<file path="config.mk">
export PLATFORM = sky130hd
export DESIGN_NAME = id_stage
export DESIGN_NICKNAME = d
export VERILOG_FILES = /design/src/hw/rv_id_pkg.sv /design/src/hw/id_stage.sv /design/src/hw/id_ex_reg.sv /design/src/hw/id_operand.sv /design/src/hw/id_ctrl.sv /design/src/hw/imm_gen.sv
export VERILOG_INCLUDE_DIRS = /design/src /design/src/hw
export SDC_FILE = /design/constraint.sdc
export NUM_CORES = 1
export LEC_CHECK = 0
export BUFFER_PORTS_ARGS = -buffer_cell sky130_fd_sc_hd__buf_2
export CAP_MARGIN = 40
export CORE_AREA = 2 2 200 202
export CTS_BUF_LIST = sky130_fd_sc_hd__clkbuf_16
export DETAILED_ROUTE_END_ITERATION = 6
export DIE_AREA = 0 0 202 204
export PLACE_DENSITY = 0.47
export SLEW_MARGIN = 20
export SYNTH_ARGS = -nofsm -noshare
export SYNTH_HDL_FRONTEND = slang
export SYNTH_SLANG_ARGS = --single-unit
</file>
<file path="constraint.sdc">
create_clock -name clk -period 5.8 [get_ports clk]
set_clock_uncertainty 0.2 [all_clocks]
set_input_delay 0.87 -clock clk [delete_from_list [all_inputs] [get_ports clk]]
set_output_delay 0.87 -clock clk [all_outputs]
set_load 0.02 [all_outputs]
</file>
<file path="src/hw/rv_id_cfg.svh">
// widths, opcodes, funct codes and the pc step for the RV32IM + Zicsr decode stage
`ifndef RV_ID_CFG_SVH
`define RV_ID_CFG_SVH

`define XLEN            32
`define REG_AW          5
`define CSR_AW          12

// major opcodes
`define INST_TYPE_I     7'b0010011
`define INST_TYPE_R_M   7'b0110011
`define INST_TYPE_L     7'b0000011
`define INST_TYPE_S     7'b0100011
`define INST_TYPE_B     7'b1100011
`define INST_JAL        7'b1101111
`define INST_JALR       7'b1100111
`define INST_LUI        7'b0110111
`define INST_AUIPC      7'b0010111
`define INST_NOP_OP     7'b0000001
`define INST_FENCE      7'b0001111
`define INST_CSR        7'b1110011

`define INST_LB         3'b000
`define INST_LH         3'b001
`define INST_LW         3'b010
`define INST_LBU        3'b100
`define INST_LHU        3'b101

`define INST_SB         3'b000
`define INST_SH         3'b001
`define INST_SW         3'b010

`define INST_BEQ        3'b000
`define INST_BNE        3'b001
`define INST_BLT        3'b100
`define INST_BGE        3'b101
`define INST_BLTU       3'b110
`define INST_BGEU       3'b111

`define INST_DIV        3'b100
`define INST_DIVU       3'b101
`define INST_REM        3'b110
`define INST_REMU       3'b111

`define INST_CSRRW      3'b001
`define INST_CSRRS      3'b010
`define INST_CSRRC      3'b011
`define INST_CSRRWI     3'b101
`define INST_CSRRSI     3'b110
`define INST_CSRRCI     3'b111

`define FUNCT7_BASE     7'b0000000
`define FUNCT7_ALT      7'b0100000
`define FUNCT7_M        7'b0000001

`define INST_STEP       32'h4

`endif
</file>
<file path="src/hw/rv_id_pkg.sv">
// instruction union, operand select enums and the decode/execute bundle structs
`include "rv_id_cfg.svh"

package rv_id_pkg;

    // register-register view, also the base for S/B/J/U immediates
    typedef struct packed {
        logic [6:0]         funct7;
        logic [`REG_AW-1:0] rs2;
        logic [`REG_AW-1:0] rs1;
        logic [2:0]         funct3;
        logic [`REG_AW-1:0] rd;
        logic [6:0]         opcode;
    } r_fmt_t;

    typedef struct packed {
        logic [11:0]        imm12;  // also the csr address
        logic [`REG_AW-1:0] rs1;
        logic [2:0]         funct3;
        logic [`REG_AW-1:0] rd;
        logic [6:0]         opcode;
    } i_fmt_t;

    typedef union packed {
        r_fmt_t r;
        i_fmt_t i;
    } inst_u;

    typedef enum logic [2:0] {
        OP_NONE     = 3'd0,
        OP_RS_IMMI  = 3'd1,     // rs1, I immediate
        OP_RS_IMMS  = 3'd2,     // rs1, S immediate
        OP_RS_RS    = 3'd3,
        OP_PC_STEP  = 3'd4,     // link value
        OP_UPPER    = 3'd5,
        OP_PC_UPPER = 3'd6
    } op_sel_e;

    typedef enum logic [2:0] {
        JMP_NONE    = 3'd0,
        JMP_PC_STEP = 3'd1,     // resume after multi-cycle ops
        JMP_PC_B    = 3'd2,
        JMP_PC_J    = 3'd3,
        JMP_RS_I    = 3'd4
    } jmp_sel_e;

    typedef struct packed {
        logic [`XLEN-1:0] i;
        logic [`XLEN-1:0] s;
        logic [`XLEN-1:0] b;
        logic [`XLEN-1:0] j;
        logic [`XLEN-1:0] u;
    } imm_t;

    typedef struct packed {
        logic [`REG_AW-1:0] reg1_raddr;
        logic [`REG_AW-1:0] reg2_raddr;
        logic               reg_we;
        logic [`REG_AW-1:0] reg_waddr;
        logic               csr_we;
        logic [`CSR_AW-1:0] csr_addr;   // read and write address
        op_sel_e            op_sel;
        jmp_sel_e           jmp_sel;
    } id_ctrl_t;

    typedef struct packed {
        logic [`XLEN-1:0]   inst;
        logic [`XLEN-1:0]   inst_addr;
        logic [`XLEN-1:0]   op1;
        logic [`XLEN-1:0]   op2;
        logic [`XLEN-1:0]   op1_jump;
        logic [`XLEN-1:0]   op2_jump;
        logic [`XLEN-1:0]   reg1_rdata;
        logic [`XLEN-1:0]   reg2_rdata;
        logic               reg_we;
        logic [`REG_AW-1:0] reg_waddr;
        logic               csr_we;
        logic [`XLEN-1:0]   csr_rdata;
        logic [`XLEN-1:0]   csr_waddr;  // zero-extended csr address
    } id_ex_t;

endpackage

</file>
<file path="src/hw/id_stage.sv">
// decode stage top: decoder, immediates, operand select and id/ex register
`include "rv_id_cfg.svh"

module id_stage
    import rv_id_pkg::*;
(
    input  logic               clk,
    input  logic               rst_i,
    input  logic [`XLEN-1:0]   inst_i,
    input  logic [`XLEN-1:0]   inst_addr_i,
    input  logic [`XLEN-1:0]   reg1_rdata_i,
    input  logic [`XLEN-1:0]   reg2_rdata_i,
    input  logic [`XLEN-1:0]   csr_rdata_i,
    input  logic               ex_jump_flag_i,
    output logic [`REG_AW-1:0] reg1_raddr_o,
    output logic [`REG_AW-1:0] reg2_raddr_o,
    output logic [`CSR_AW-1:0] csr_raddr_o,
    output id_ex_t             id_ex_o
);

    id_ctrl_t         ctrl;
    imm_t             imm;
    id_ex_t           id_ex_d;
    logic [`XLEN-1:0] op1;
    logic [`XLEN-1:0] op2;
    logic [`XLEN-1:0] op1_jump;
    logic [`XLEN-1:0] op2_jump;

    id_ctrl u_ctrl (
        .inst_i (inst_i),
        .ctrl_o (ctrl)
    );

    imm_gen u_imm (
        .inst_i (inst_i),
        .imm_o  (imm)
    );

    id_operand u_operand (
        .ctrl_i       (ctrl),
        .imm_i        (imm),
        .inst_addr_i  (inst_addr_i),
        .reg1_rdata_i (reg1_rdata_i),
        .reg2_rdata_i (reg2_rdata_i),
        .op1_o        (op1),
        .op2_o        (op2),
        .op1_jump_o   (op1_jump),
        .op2_jump_o   (op2_jump)
    );

    // register and csr files answer in the same cycle
    assign reg1_raddr_o = ctrl.reg1_raddr;
    assign reg2_raddr_o = ctrl.reg2_raddr;
    assign csr_raddr_o  = ctrl.csr_addr;

    always_comb begin
        id_ex_d.inst       = inst_i;
        id_ex_d.inst_addr  = inst_addr_i;
        id_ex_d.op1        = op1;
        id_ex_d.op2        = op2;
        id_ex_d.op1_jump   = op1_jump;
        id_ex_d.op2_jump   = op2_jump;
        id_ex_d.reg1_rdata = reg1_rdata_i;
        id_ex_d.reg2_rdata = reg2_rdata_i;
        id_ex_d.reg_we     = ctrl.reg_we;
        id_ex_d.reg_waddr  = ctrl.reg_waddr;
        id_ex_d.csr_we     = ctrl.csr_we;
        id_ex_d.csr_rdata  = csr_rdata_i;
        id_ex_d.csr_waddr  = {{(`XLEN-`CSR_AW){1'b0}}, ctrl.csr_addr};
    end

    id_ex_reg u_id_ex (
        .clk     (clk),
        .rst_i   (rst_i),
        .flush_i (ex_jump_flag_i),
        .d_i     (id_ex_d),
        .q_o     (id_ex_o)
    );

endmodule

</file>
<file path="src/hw/id_ex_reg.sv">
// decode-to-execute pipeline register, cleared on reset or jump flush
module id_ex_reg
    import rv_id_pkg::*;
(
    input  logic   clk,
    input  logic   rst_i,
    input  logic   flush_i,  // taken jump in execute
    input  id_ex_t d_i,
    output id_ex_t q_o
);

    always_ff @(posedge clk) begin
        if (rst_i || flush_i) begin
            q_o <= '0;  // bubble
        end else begin
            q_o <= d_i;
        end
    end

    // a flushed slot must never write back
    bubble_no_write_a: assert property (
        @(posedge clk) (rst_i || flush_i) |=> (!q_o.reg_we && !q_o.csr_we)
    ) else $error("write enable active one cycle after reset or flush");

endmodule

</file>
<file path="src/hw/id_operand.sv">
// operand pair and jump-operand pair selection
`include "rv_id_cfg.svh"

module id_operand
    import rv_id_pkg::*;
(
    input  id_ctrl_t         ctrl_i,
    input  imm_t             imm_i,
    input  logic [`XLEN-1:0] inst_addr_i,
    input  logic [`XLEN-1:0] reg1_rdata_i,
    input  logic [`XLEN-1:0] reg2_rdata_i,
    output logic [`XLEN-1:0] op1_o,
    output logic [`XLEN-1:0] op2_o,
    output logic [`XLEN-1:0] op1_jump_o,
    output logic [`XLEN-1:0] op2_jump_o
);

    always_comb begin
        op1_o = '0;
        op2_o = '0;
        case (ctrl_i.op_sel)
            OP_RS_IMMI: begin
                op1_o = reg1_rdata_i;
                op2_o = imm_i.i;
            end
            OP_RS_IMMS: begin
                op1_o = reg1_rdata_i;
                op2_o = imm_i.s;
            end
            OP_RS_RS: begin
                op1_o = reg1_rdata_i;
                op2_o = reg2_rdata_i;
            end
            OP_PC_STEP: begin  // return address
                op1_o = inst_addr_i;
                op2_o = `INST_STEP;
            end
            OP_UPPER: op1_o = imm_i.u;
            OP_PC_UPPER: begin
                op1_o = inst_addr_i;
                op2_o = imm_i.u;
            end
            default: ;
        endcase
    end

    always_comb begin
        op1_jump_o = '0;
        op2_jump_o = '0;
        case (ctrl_i.jmp_sel)
            JMP_PC_STEP: begin
                op1_jump_o = inst_addr_i;
                op2_jump_o = `INST_STEP;
            end
            JMP_PC_B: begin
                op1_jump_o = inst_addr_i;
                op2_jump_o = imm_i.b;
            end
            JMP_PC_J: begin
                op1_jump_o = inst_addr_i;
                op2_jump_o = imm_i.j;
            end
            JMP_RS_I: begin  // jalr target base
                op1_jump_o = reg1_rdata_i;
                op2_jump_o = imm_i.i;
            end
            default: ;
        endcase
    end

endmodule

</file>
<file path="src/hw/id_ctrl.sv">
// instruction decoder: read addresses, write controls and operand selects
`include "rv_id_cfg.svh"

module id_ctrl
    import rv_id_pkg::*;
(
    input  inst_u    inst_i,
    output id_ctrl_t ctrl_o
);

    always_comb begin
        // inactive unless a supported encoding matches
        ctrl_o.reg1_raddr = '0;
        ctrl_o.reg2_raddr = '0;
        ctrl_o.reg_we     = 1'b0;
        ctrl_o.reg_waddr  = '0;
        ctrl_o.csr_we     = 1'b0;
        ctrl_o.csr_addr   = '0;
        ctrl_o.op_sel     = OP_NONE;
        ctrl_o.jmp_sel    = JMP_NONE;

        case (inst_i.r.opcode)
            `INST_TYPE_I: begin  // every funct3 is an alu op
                ctrl_o.reg1_raddr = inst_i.r.rs1;
                ctrl_o.reg_we     = 1'b1;
                ctrl_o.reg_waddr  = inst_i.r.rd;
                ctrl_o.op_sel     = OP_RS_IMMI;
            end
            `INST_TYPE_R_M: begin
                if ((inst_i.r.funct7 == `FUNCT7_BASE) || (inst_i.r.funct7 == `FUNCT7_ALT)) begin
                    ctrl_o.reg1_raddr = inst_i.r.rs1;
                    ctrl_o.reg2_raddr = inst_i.r.rs2;
                    ctrl_o.reg_we     = 1'b1;
                    ctrl_o.reg_waddr  = inst_i.r.rd;
                    ctrl_o.op_sel     = OP_RS_RS;
                end else if (inst_i.r.funct7 == `FUNCT7_M) begin
                    ctrl_o.reg1_raddr = inst_i.r.rs1;
                    ctrl_o.reg2_raddr = inst_i.r.rs2;
                    ctrl_o.reg_waddr  = inst_i.r.rd;
                    ctrl_o.op_sel     = OP_RS_RS;
                    case (inst_i.r.funct3)
                        `INST_DIV, `INST_DIVU, `INST_REM, `INST_REMU: begin
                            // divider writes back itself later
                            ctrl_o.jmp_sel = JMP_PC_STEP;
                        end
                        default: begin  // mul, mulh, mulhsu, mulhu
                            ctrl_o.reg_we = 1'b1;
                        end
                    endcase
                end
            end
            `INST_TYPE_L: begin
                case (inst_i.r.funct3)
                    `INST_LB, `INST_LH, `INST_LW, `INST_LBU, `INST_LHU: begin
                        ctrl_o.reg1_raddr = inst_i.r.rs1;
                        ctrl_o.reg_we     = 1'b1;
                        ctrl_o.reg_waddr  = inst_i.r.rd;
                        ctrl_o.op_sel     = OP_RS_IMMI;
                    end
                    default: ;
                endcase
            end
            `INST_TYPE_S: begin
                case (inst_i.r.funct3)
                    `INST_SB, `INST_SH, `INST_SW: begin
                        ctrl_o.reg1_raddr = inst_i.r.rs1;
                        ctrl_o.reg2_raddr = inst_i.r.rs2;  // store data
                        ctrl_o.op_sel     = OP_RS_IMMS;
                    end
                    default: ;
                endcase
            end
            `INST_TYPE_B: begin
                case (inst_i.r.funct3)
                    `INST_BEQ, `INST_BNE, `INST_BLT, `INST_BGE, `INST_BLTU, `INST_BGEU: begin
                        ctrl_o.reg1_raddr = inst_i.r.rs1;
                        ctrl_o.reg2_raddr = inst_i.r.rs2;
                        ctrl_o.op_sel     = OP_RS_RS;     // compare pair
                        ctrl_o.jmp_sel    = JMP_PC_B;
                    end
                    default: ;
                endcase
            end
            `INST_JAL: begin
                ctrl_o.reg_we    = 1'b1;
                ctrl_o.reg_waddr = inst_i.r.rd;
                ctrl_o.op_sel    = OP_PC_STEP;
                ctrl_o.jmp_sel   = JMP_PC_J;
            end
            `INST_JALR: begin
                ctrl_o.reg1_raddr = inst_i.r.rs1;
                ctrl_o.reg_we     = 1'b1;
                ctrl_o.reg_waddr  = inst_i.r.rd;
                ctrl_o.op_sel     = OP_PC_STEP;
                ctrl_o.jmp_sel    = JMP_RS_I;
            end
            `INST_LUI: begin
                ctrl_o.reg_we    = 1'b1;
                ctrl_o.reg_waddr = inst_i.r.rd;
                ctrl_o.op_sel    = OP_UPPER;
            end
            `INST_AUIPC: begin
                ctrl_o.reg_we    = 1'b1;
                ctrl_o.reg_waddr = inst_i.r.rd;
                ctrl_o.op_sel    = OP_PC_UPPER;
            end
            `INST_NOP_OP: ;  // defaults hold
            `INST_FENCE: begin
                ctrl_o.jmp_sel = JMP_PC_STEP;  // refetch next instruction
            end
            `INST_CSR: begin
                case (inst_i.r.funct3)
                    `INST_CSRRW, `INST_CSRRS, `INST_CSRRC: begin
                        ctrl_o.reg1_raddr = inst_i.i.rs1;
                        ctrl_o.reg_we     = 1'b1;
                        ctrl_o.reg_waddr  = inst_i.i.rd;
                        ctrl_o.csr_we     = 1'b1;
                        ctrl_o.csr_addr   = inst_i.i.imm12;
                    end
                    `INST_CSRRWI, `INST_CSRRSI, `INST_CSRRCI: begin  // rs1 field is uimm
                        ctrl_o.reg_we     = 1'b1;
                        ctrl_o.reg_waddr  = inst_i.i.rd;
                        ctrl_o.csr_we     = 1'b1;
                        ctrl_o.csr_addr   = inst_i.i.imm12;
                    end
                    default: ;
                endcase
            end
            default: ;
        endcase
    end

    // checked once the decode has settled in the time step
    always_comb begin
        csr_we_sys_a: assert final (!ctrl_o.csr_we || (inst_i.r.opcode == `INST_CSR))
            else $error("csr_we set outside the SYSTEM opcode");
        reg_we_src_a: assert final (!ctrl_o.reg_we || (ctrl_o.op_sel != OP_NONE) ||
                                    (inst_i.r.opcode == `INST_CSR))
            else $error("reg_we set without an operand source");
    end

endmodule

</file>
<file path="src/hw/imm_gen.sv">
// immediate generator: I, S, B, J and U forms, all sign-extended from bit 31
`include "rv_id_cfg.svh"

module imm_gen
    import rv_id_pkg::*;
(
    input  inst_u inst_i,
    output imm_t  imm_o
);

    logic sign;

    assign sign = inst_i.r.funct7[6];  // inst[31]

    assign imm_o.i = {{(`XLEN-12){sign}}, inst_i.i.imm12};

    assign imm_o.s = {{(`XLEN-12){sign}}, inst_i.r.funct7, inst_i.r.rd};

    // inst[7] lands on bit 11
    assign imm_o.b = {{(`XLEN-12){sign}},
                      inst_i.r.rd[0],
                      inst_i.r.funct7[5:0],
                      inst_i.r.rd[4:1],
                      1'b0};

    // inst[19:12], inst[20], inst[30:21]
    assign imm_o.j = {{(`XLEN-20){sign}},
                      inst_i.r.rs1,
                      inst_i.r.funct3,
                      inst_i.r.rs2[0],
                      inst_i.r.funct7[5:0],
                      inst_i.r.rs2[4:1],
                      1'b0};

    assign imm_o.u = {inst_i.r.funct7,
                      inst_i.r.rs2,
                      inst_i.r.rs1,
                      inst_i.r.funct3,
                      12'b0};

endmodule

</file>
==> run_results.csv, run 1 <==
group,metric,value,unit
setup_path,endpoint_kind,"primary output",
grt,gr-total-overflow,0,
layout,layout_commonest_cell,"buf_2",
worst_hold_path,hold_class,"in2reg",
setup_path,cp_num_cells,8,
layout,drive_gt1_frac,0.413,
clock_network,post_cts_buffers,0,
grt,grt_use_met2,0.313,
clock_network,cts_max_path_buffers,3,
routing,ant_nets,0,
setup_path,path_class,"in2out",
routing,wl_per_cell,20.1,µm
synth,netlist_instances,915,
sta,setup_viol,0,
clock_network,cts_resized,0,
sta,tns,0,ns
clock_network,cts_tree,"yes",
floorplan,rows,73,
routing,drt_wl_total,38400,µm
setup_path,startpoint,"inst_i[3]",
placement,gp_congestion,0.744,
grt,met3_usage,0.0413,
routing,vias,8135,
floorplan,start_util,0.248,
setup_path,cp_data_required_time,4.73,ns
layout,syn_to_final_growth,38.8,%
sta,worstMarginPinSlew,0.706,ns
synth,async_flop_share,0,
placement,portBuffers,491,
setup_path,critical_path.endpoint,"reg1_raddr_o[1]",
setup_path,critPathTopFamily,"buffers and inverters",
setup_path,critical_path.max_stage_delay,0.52,ns
synth,synth-edff-count,0,
power,p_leak,0.00654,µW
setup_path,cp_data_arrival_time,2.77,ns
power,p_per_area,334,nW/µm²
grt,grt_first_pass_wirelength,54000,µm
grt,use_met1,0.214,
sta,final_hold_viol_count,0,
grt,busiest_layer,"met2",
clock_network,clk_pin_slew_worst_paths,0.06,ns
routing,drt_iter0_drc,417,
synth,synth_area,9700,µm²
synth,ys_types,52,
setup_path,crit_slowest_cell,"o2111ai_1",
layout,final_net_count,1522,
synth,yosysSeqAreaShare,0.611,
floorplan,die_w,202,µm
grt,antenna_found_initial,1,
floorplan,die_area,41200,µm²
grt,grt.total_usage,0.179,
synth,synth_area_per_cell,10.6,µm²
clock_network,cts_made_buffers,35,
grt,grt_max_degree,166,
placement,dp_hpwl,27700,µm
clock_network,htreeDepth,2,
setup_path,crit_fanout,11,
synth,synthFlopType,"dfxtp_1",
layout,postLayoutCellArea,13500,µm²
sta,post-route-period-util,0.662,
clock_network,cts_hold_buffers,0,
synth,ys_ff_latch,296,
setup_path,critPathBufInv,4,
routing,drc,0,
sta,relSlewSlack,0.530,
clock_network,cts-root-buf,"clkbuf_16",
layout,top_regs,"u_id_ex.q_o x296",
power,peakVddDrop,159,µV
layout,largest_register,"u_id_ex.q_o",
placement,post_dp_cell_area,12400,µm²
setup_path,cp-start-kind,"input pin",
floorplan,io_pins,512,
setup_path,crit_chain,"buf_2, nor4bb_1, buf_4, o211ai_1, buf_4, o2111ai_1, and2_1, buf_2",
run,cap_violations,0,
sta,slew_violations,0,
layout,final_cell_mix,"491 x buf_2, 296 x dfxtp_1, 182 x and2_1, 69 x nor2_1, 57 x nand2_1",
synth,yosysWarnings,0,
sta,finalCriticalPeriod,3.84,ns
sta,rsz0062_at_grt,"no",
routing,drt-pass1-iter-count,7,
grt,grt_pass1_vias,7944,
sta,max_freq,261,MHz
floorplan,die_h,204,µm
layout,largest_register_ffs,296,
status,status,"completed",
routing,viasPerCell,4.27,
floorplan,coreArea,39200,µm²
clock_network,cts.sinks,296,
[per-layer routing]
layer | vias up | wire (µm)
li1 | 3876 | -
met5 | - | 14
met1 | 3874 | 16000
met2 | 321 | 19200
met3 | 62 | 2320
met4 | 2 | 956
[power breakdown]
group,internal [µW],leakage (µW),total (µW),switching (µW)
registers,2080,0.00241,2090,10.2
logic,106,0.00358,318,213
clock network,1240,0.000555,2100,860
[how the worst min path moves through the flow]
stage          cells after the start               end              from
2_1_floorplan                      1  u_id_ex.q_o[100]  reg2_rdata_i[29]
3_3_place_gp                       2   u_id_ex.q_o[47]   csr_rdata_i[15]
3_5_place_dp                       2   u_id_ex.q_o[52]   csr_rdata_i[20]
4_1_cts                            2   u_id_ex.q_o[34]    csr_rdata_i[2]
5_1_grt                            2   u_id_ex.q_o[43]   csr_rdata_i[11]
6_report                           2   u_id_ex.q_o[34]    csr_rdata_i[2]
[Yosys cell counts, types with 7 or more instances]
cell type  instances  share of area
dfxtp_1          296           0.61
and2_1           182           0.12
nor2_1            71          0.027
buf_4             57          0.044
nand2_1           57          0.022
clkbuf_1          34          0.013
a22o_1            32          0.029
a22oi_1           28          0.022
a222oi_1          20          0.021
buf_2             20          0.010
a21oi_1           19         0.0098
a31oi_1           17          0.011
inv_1              8         0.0031
nor3_1             7         0.0036
[kinds of logic after synthesis]
family,Yosys count,synth area share
and+or+nand+nor,357,0.200
DFF,296,0.611
AOI/OAI and AO/OA,133,0.110
buffers and inverters,125,0.0761
xor gates and xnor gates,2,0.00181
muxes,1,0.00116
other,1,0.000386
[area by class of cell]
cell class	count	area, µm²
Antenna cell	1	2.50
Clock inverter	22	154
Sequential cell	296	5930
Tap cell	525	657
Clock buffer	37	926
Multi-Input combinational cell	513	3150
Inverter	8	30.0
Timing Repair Buffer	505	2620
Fill cell	4079	25700
[through the flow]
stage / utilization / std cells / hold slack (ns) / worst slack, ns / total power (µW)
after floorplan: - / 934 / 0.792 / 2.52 / 2290
after global placement: 0.314 / 1842 / 0.869 / 1.89 / 2460
after detailed placement: 0.316 / 1847 / 0.872 / 1.87 / 2460
after CTS: 0.344 / 1906 / 0.302 / 1.86 / 4580
after global routing: 0.344 / 1906 / 0.314 / 1.72 / 4670
final: 0.344 / 1907 / 0.340 / 1.96 / 4500
Note: power is estimated with default switching activity, not from simulation.
==> run 2: changes to the inputs <==
--- a/config.mk
+++ b/config.mk
@@ -8,11 +8,11 @@
 export LEC_CHECK = 0
 export BUFFER_PORTS_ARGS = -buffer_cell sky130_fd_sc_hd__buf_2
 export CAP_MARGIN = 40
-export CORE_AREA = 2 2 200 202
+export CORE_AREA = 2 2 201 203
 export CTS_BUF_LIST = sky130_fd_sc_hd__clkbuf_16
 export DETAILED_ROUTE_END_ITERATION = 6
-export DIE_AREA = 0 0 202 204
-export PLACE_DENSITY = 0.47
+export DIE_AREA = 0 0 203 205
+export PLACE_DENSITY = 0.49
 export SLEW_MARGIN = 20
 export SYNTH_ARGS = -nofsm -noshare
 export SYNTH_HDL_FRONTEND = slang
==> constraint.sdc (replaced) <==
create_clock -name clk -period 3.2 [get_ports clk]
set_clock_uncertainty 0.2 [all_clocks]
set_input_delay 0.48 -clock clk [delete_from_list [all_inputs] [get_ports clk]]
set_output_delay 0.48 -clock clk [all_outputs]
set_load 0.02 [all_outputs]
==> run 2 against run 1 <==
  * The run now ends with design-rule violations left
  * Die area grew 0.99%
  * Cell count grew 8.1%
  * Routed wire length grew 5.4%
  * Setup slack lost 1.7 ns
  * First-iteration DRC count grew 7.0%
  * Critical path depth grew 2
  * Non-clock buffer count grew 155
  * Core utilization grew 3.7 points
  * Critical endpoint is now reg1_raddr_o[0]
  * Largest cell class unchanged
  * Largest power group unchanged
==> run_results.csv, run 2 (synthesis results as in run 1) <==
group,metric,value,unit
status,status,"complete, but fails checks",
status,violations,"design-rule violations",
grt,grt.total_usage,0.187,
clock_network,clk_pin_slew_worst_paths,0.06,ns
sta,relSlewSlack,0.570,
setup_path,path_class,"in2out",
layout,n_antenna_cell,0,
clock_network,htreeDepth,2,
sta,post-route-period-util,0.907,
sta,rsz0062_at_grt,"no",
routing,drt_wl_total,40500,µm
layout,fin_util,0.381,
layout,layout_commonest_cell,"buf_2",
layout,syn_to_final_growth,54.4,%
setup_path,cp-start-kind,"input pin",
routing,vias,8801,
floorplan,die_w,203,µm
power,peakVddDrop,410,µV
power,p_per_area,559,nW/µm²
layout,drive_gt1_frac,0.388,
routing,wl_per_cell,19.7,µm
grt,grt_first_pass_wirelength,57100,µm
sta,max_freq,344,MHz
layout,largest_register_ffs,296,
clock_network,post_cts_buffers,0,
worst_hold_path,hold_class,"in2reg",
sta,finalCriticalPeriod,2.90,ns
setup_path,endpoint_kind,"primary output",
floorplan,rows,73,
placement,dp.cells,1875,
layout,postLayoutCellArea,15000,µm²
routing,drt_iter0_drc,446,
placement,portBuffers,491,
clock_network,cts_made_buffers,34,
floorplan,coreArea,39400,µm²
routing,drc,2,
clock_network,cts.sinks,296,
floorplan,io_pins,512,
grt,antenna_found_initial,0,
run,cap_violations,0,
sta,worstMarginPinSlew,0.642,ns
setup_path,startpoint,"inst_i[6]",
power,total_power,8380,µW
floorplan,start_util,0.247,
clock_network,cts_max_path_buffers,3,
routing,ant_nets,0,
sta,final_hold_viol_count,0,
routing,viasPerCell,4.27,
placement,gp_congestion,0.798,
layout,finalNonFillerCells,2061,
power,p_leak,0.00724,µW
floorplan,die_area,41600,µm²
floorplan,die_h,205,µm
grt,gr-total-overflow,0,
placement,dp_hpwl,29000,µm
clock_network,cts_tree,"yes",
layout,final_cell_mix,"491 x buf_2, 296 x dfxtp_1, 182 x and2_1, 127 x dlygate4sd3_1, 69 x nor2_1",
clock_network,cts-root-buf,"clkbuf_16",
layout,largest_register,"u_id_ex.q_o",
grt,grt_max_degree,68,
sta,tns,0,ns
setup_path,cp_data_required_time,2.52,ns
routing,drt-pass1-iter-count,7,
setup_path,cp_data_arrival_time,2.22,ns
setup_path,critical_path.endpoint,"reg1_raddr_o[0]",
placement,post_dp_cell_area,12600,µm²
grt,grt_pass1_vias,8786,
sta,slew_violations,0,
layout,final_net_count,1676,
layout,top_regs,"u_id_ex.q_o x296",
sta,setup_viol,0,
setup_path,crit_fanout,9,
## run 2: cell count changes in the layout (fill, tap and decap cells not counted), sizes merged
cell	previous run	this run
clkinvlp	1	0
dlygate4sd3	0	127
buf	505	533
bufinv	2	3
diode	1	0
## run 2: final cells by class
class | count | area, µm²
Inverter | 8 | 30.0
Sequential cell | 296 | 5930
Clock inverter | 22 | 170
Tap cell | 525 | 657
Timing Repair Buffer | 660 | 4130
Clock buffer | 37 | 926
Multi-Input combinational cell | 513 | 3150
Fill cell | 3917 | 24400
## run 2: worst min path at each step
stage / endpoint / slack [ns] / cells past startpoint / startpoint
5_1_grt: u_id_ex.q_o[289] / 0.02 / 2 / inst_addr_i[26]
6_report: u_id_ex.q_o[132] / 0.03 / 2 / reg1_rdata_i[29]
3_3_place_gp: u_id_ex.q_o[51] / 0.48 / 2 / csr_rdata_i[19]
4_1_cts: u_id_ex.q_o[132] / 0.0006 / 2 / reg1_rdata_i[29]
3_5_place_dp: u_id_ex.q_o[53] / 0.48 / 2 / csr_rdata_i[21]
2_1_floorplan: u_id_ex.q_o[100] / 0.40 / 1 / reg2_rdata_i[29]
## run 2: worst max-delay path, cell delays in order
cell       delay [ns]
buf_2            0.17
buf_4            0.19
or3_1            0.38
nor4_1           0.19
buf_4            0.17
nor2_1           0.05
o2111ai_1        0.10
buf_4            0.19
and2_1           0.13
buf_2            0.16
## run 2: stage by stage
stage	setup WS, ns	hold slack, ns
floorplan	0.705	0.402
global placement	0.242	0.479
detailed placement	0.233	0.483
CTS	0.276	0.000578
global route	0.142	0.0156
finish	0.297	0.0291
## run 2: layer usage
layer,wire (µm),share of wire,global-route usage,up-vias
met4,1060,0.026,0.0709,0
li1,-,-,-,4176
met5,0,0,0,-
met2,20300,0.50,0.330,366
met3,2630,0.065,0.0434,66
met1,16500,0.41,0.221,4193
## run 2: repair_timing
| item | 4_1_cts | 5_1_grt |
|---|---|---|
| resized for setup | 0 | 0 |
| hold buffers | 127 | 0 |
| hold endpoints to repair | 176 | 0 |
## run 2: power breakdown
part	total (µW)	switching, µW	internal (µW)
clock	3870	1560	2310
combinational	725	421	304
sequential	3790	20.4	3770
==> run 3: changes to the inputs <==
--- a/config.mk
+++ b/config.mk
@@ -8,12 +8,13 @@
 export LEC_CHECK = 0
 export BUFFER_PORTS_ARGS = -buffer_cell sky130_fd_sc_hd__buf_2
 export CAP_MARGIN = 40
-export CORE_AREA = 2 2 201 203
+export CORE_AREA = 2 2 198 200
 export CTS_BUF_LIST = sky130_fd_sc_hd__clkbuf_16
 export DETAILED_ROUTE_END_ITERATION = 6
-export DIE_AREA = 0 0 203 205
-export PLACE_DENSITY = 0.49
+export DIE_AREA = 0 0 200 202
+export PLACE_DENSITY = 0.64
 export SLEW_MARGIN = 20
 export SYNTH_ARGS = -nofsm -noshare
 export SYNTH_HDL_FRONTEND = slang
+export SYNTH_HIERARCHICAL = 1
 export SYNTH_SLANG_ARGS = --single-unit
==> run 3 against run 2 <==
  * The run now ends clean
  * Area after synthesis is 50% higher
  * Cell area is 22% higher
  * Sequential power increased by 11%
  * Synthesized cell count up 52%
  * Die area down 2.9%
==> run_results.csv, run 3 <==
group,metric,value,unit
status,status,"completed",
clock_network,cts_made_buffers,37,
synth,yosysSeqAreaShare,0.448,
floorplan,die_w,200,µm
layout,postLayoutCellArea,18300,µm²
floorplan,rows,72,
layout,fill_cells,3555,
run,cap_violations,0,
floorplan,die_h,202,µm
floorplan,io_pins,512,
grt,grt_first_pass_wirelength,74100,µm
grt,grt_pass1_vias,11700,
layout,syn_to_final_growth,25.6,%
routing,drt_wl_total,50600,µm
sta,finalCriticalPeriod,2.75,ns
floorplan,coreArea,38300,µm²
routing,vias,11700,
sta,final_hold_viol_count,0,
setup_path,endpoint_kind,"flop",
placement,place_ws,-0.0629,ns
synth,async_flop_share,0,
setup_path,cp-start-kind,"input pin",
power,p_per_area,504,nW/µm²
routing,ant_nets,0,
placement,dp_hpwl,35500,µm
placement,portBuffers,511,
synth,synth_area_per_cell,10.5,µm²
synth,synth-edff-count,0,
layout,largest_register,"u_id_ex/q_o",
clock_network,cts-root-buf,"clkbuf_16",
layout,drive_gt1_frac,0.422,
clock_network,cts_tree,"yes",
clock_network,htreeDepth,2,
synth,synthFlopType,"dfxtp_1",
worst_hold_path,hold_class,"in2reg",
power,total_power,9240,µW
floorplan,start_util,0.381,
synth,yosysWarnings,6,
setup_path,cp_data_required_time,3.47,ns
routing,drt-pass1-iter-count,4,
layout,top_regs,"u_id_ex/q_o x327",
clock_network,cts_resized,0,
synth,ys_types,52,
clock_network,clk_pin_slew_worst_paths,0.06,ns
synth,netlist_instances,1392,
layout,largest_register_ffs,327,
sta,max_freq,364,MHz
placement,gp_congestion,0.852,
routing,drt_iter0_drc,679,
grt,antenna_found_initial,7,
synth,ys_ff_latch,327,
sta,post-route-period-util,0.859,
grt,grt_max_degree,114,
layout,layout_commonest_cell,"buf_2",
routing,viasPerCell,4.97,
grt,gr-total-overflow,0,
placement,post_dp_cell_area,16600,µm²
routing,drc,0,
setup_path,path_class,"in2reg",
layout,regArea,6550,µm²
routing,wl_per_cell,21.6,µm
worst_hold_path,holdCritStartpoint,"inst_addr_i[19]",
setup_path,crit_fanout,31,
sta,worstMarginPinSlew,0.950,ns
power,p_leak,0.00784,µW
layout,final_net_count,1961,
layout,multiInputGateArea,6190,µm²
layout,final_cell_mix,"508 x buf_2, 327 x dfxtp_1, 227 x nor3b_1, 100 x nor3b_2, 68 x nand2_1",
synth,synth_common_cells,"327 x dfxtp_1, 227 x nor3b_1, 166 x buf_4, 101 x nor3b_2, 68 x nand2_1",
synth,synth_area,14600,µm²
grt,grt.total_usage,0.245,
sta,setup_viol,0,
sta,rsz0062_at_grt,"no",
sta,slew_violations,0,
setup_path,cp_data_arrival_time,3.01,ns
synth,synth_top_area_frac,0.448,
synth,synth_most_common_cell,"dfxtp_1",
power,peakVddDrop,463,µV
clock_network,cts_max_path_buffers,3,
floorplan,die_area,40400,µm²
sta,setup_slack,0.451,ns
synth,synth_area_leaders,"dfxtp_1 45%, nor3b_1 12%, nor3b_2 8.7%",
clock_network,cts.sinks,327,
sta,relSlewSlack,0.367,
synth,synth_top_area_cell,"dfxtp_1",
setup_path,startpoint,"inst_i[4]",
clock_network,post_cts_buffers,0,
[run 3: cell count changes in the layout (fill, tap and decap cells not counted), moves of 29 or more]
cell	previous run	this run
a32oi_1	1	30
nor2_1	69	8
a21oi_2	0	30
o21ai_0	1	46
nor3b_2	0	100
nor3b_1	0	227
dlygate4sd3_1	127	56
mux2i_1	0	62
and2_1	182	7
nand2b_1	4	36
dfxtp_1	296	327
[run 3: layout make-up]
type	instances	area share
Clock buffer	39	0.0532
Antenna cell	2	0.000273
Sequential cell	327	0.357
Clock inverter	28	0.00866
Tap cell	518	0.0353
Inverter	8	0.00164
Multi-Input combinational cell	799	0.337
Timing Repair Buffer	625	0.207
[run 3: critical path, cell delays in order]
cell,delay (ns)
buf_2,0.10
nor2b_1,0.16
and4_1,0.25
o21bai_2,0.28
o311ai_2,0.33
buf_4,0.27
nor2_4,0.60
a32oi_1,0.21
o21ai_0,0.12
nor3b_2,0.18
[run 3: through the flow]
stage | std cells | util | hold slack (ns) | setup TNS, ns
after floorplan | 1424 | - | 0.437 | 0
after global placement | 2221 | 0.435 | 0.541 | 0
after detailed placement | 2221 | 0.435 | 0.548 | -0.526
after CTS | 2344 | 0.479 | 0.000688 | 0
after global routing | 2346 | 0.479 | 0.00682 | 0
final | 2346 | 0.479 | 0.0279 | 0
[run 3: kinds of logic (layout without fill, tap and decap cells)]
logic type / Yosys count / count (layout) / share of synthesized area
simple gates: 484 / 484 / 0.258
other cells: 2 / 36 / 0.000514
compound gates: 218 / 218 / 0.109
buf+inv: 298 / 700 / 0.141
flops: 327 / 327 / 0.448
mux: 63 / 63 / 0.0433
[run 3: final timing paths]
path | end | slack (ns) | cells after the start
worst max-delay path | u_id_ex/q_o[224] | 0.45 | 10
worst min-delay path | u_id_ex/q_o[282] | 0.03 | 2
[run 3: timing repair]
action,4_1_cts,5_1_grt
endpoints found under the setup margin,0,0
hold buffers,56,0
hold endpoints to repair,56,0
[run 3: power by group]
part | switching (µW) | internal [µW] | total (µW)
sequential | 26.2 | 4170 | 4200
combinational | 649 | 382 | 1030
clock | 1730 | 2280 | 4010
[run 3: metal layers]
metal	global-route usage	routed length [µm]	share of wire	up-vias
li1	-	-	-	5487
met3	0.0611	3260	0.064	79
met2	0.425	25200	0.50	423
met5	0	0	0	-
met1	0.290	20400	0.40	5667
met4	0.0929	1780	0.035	0
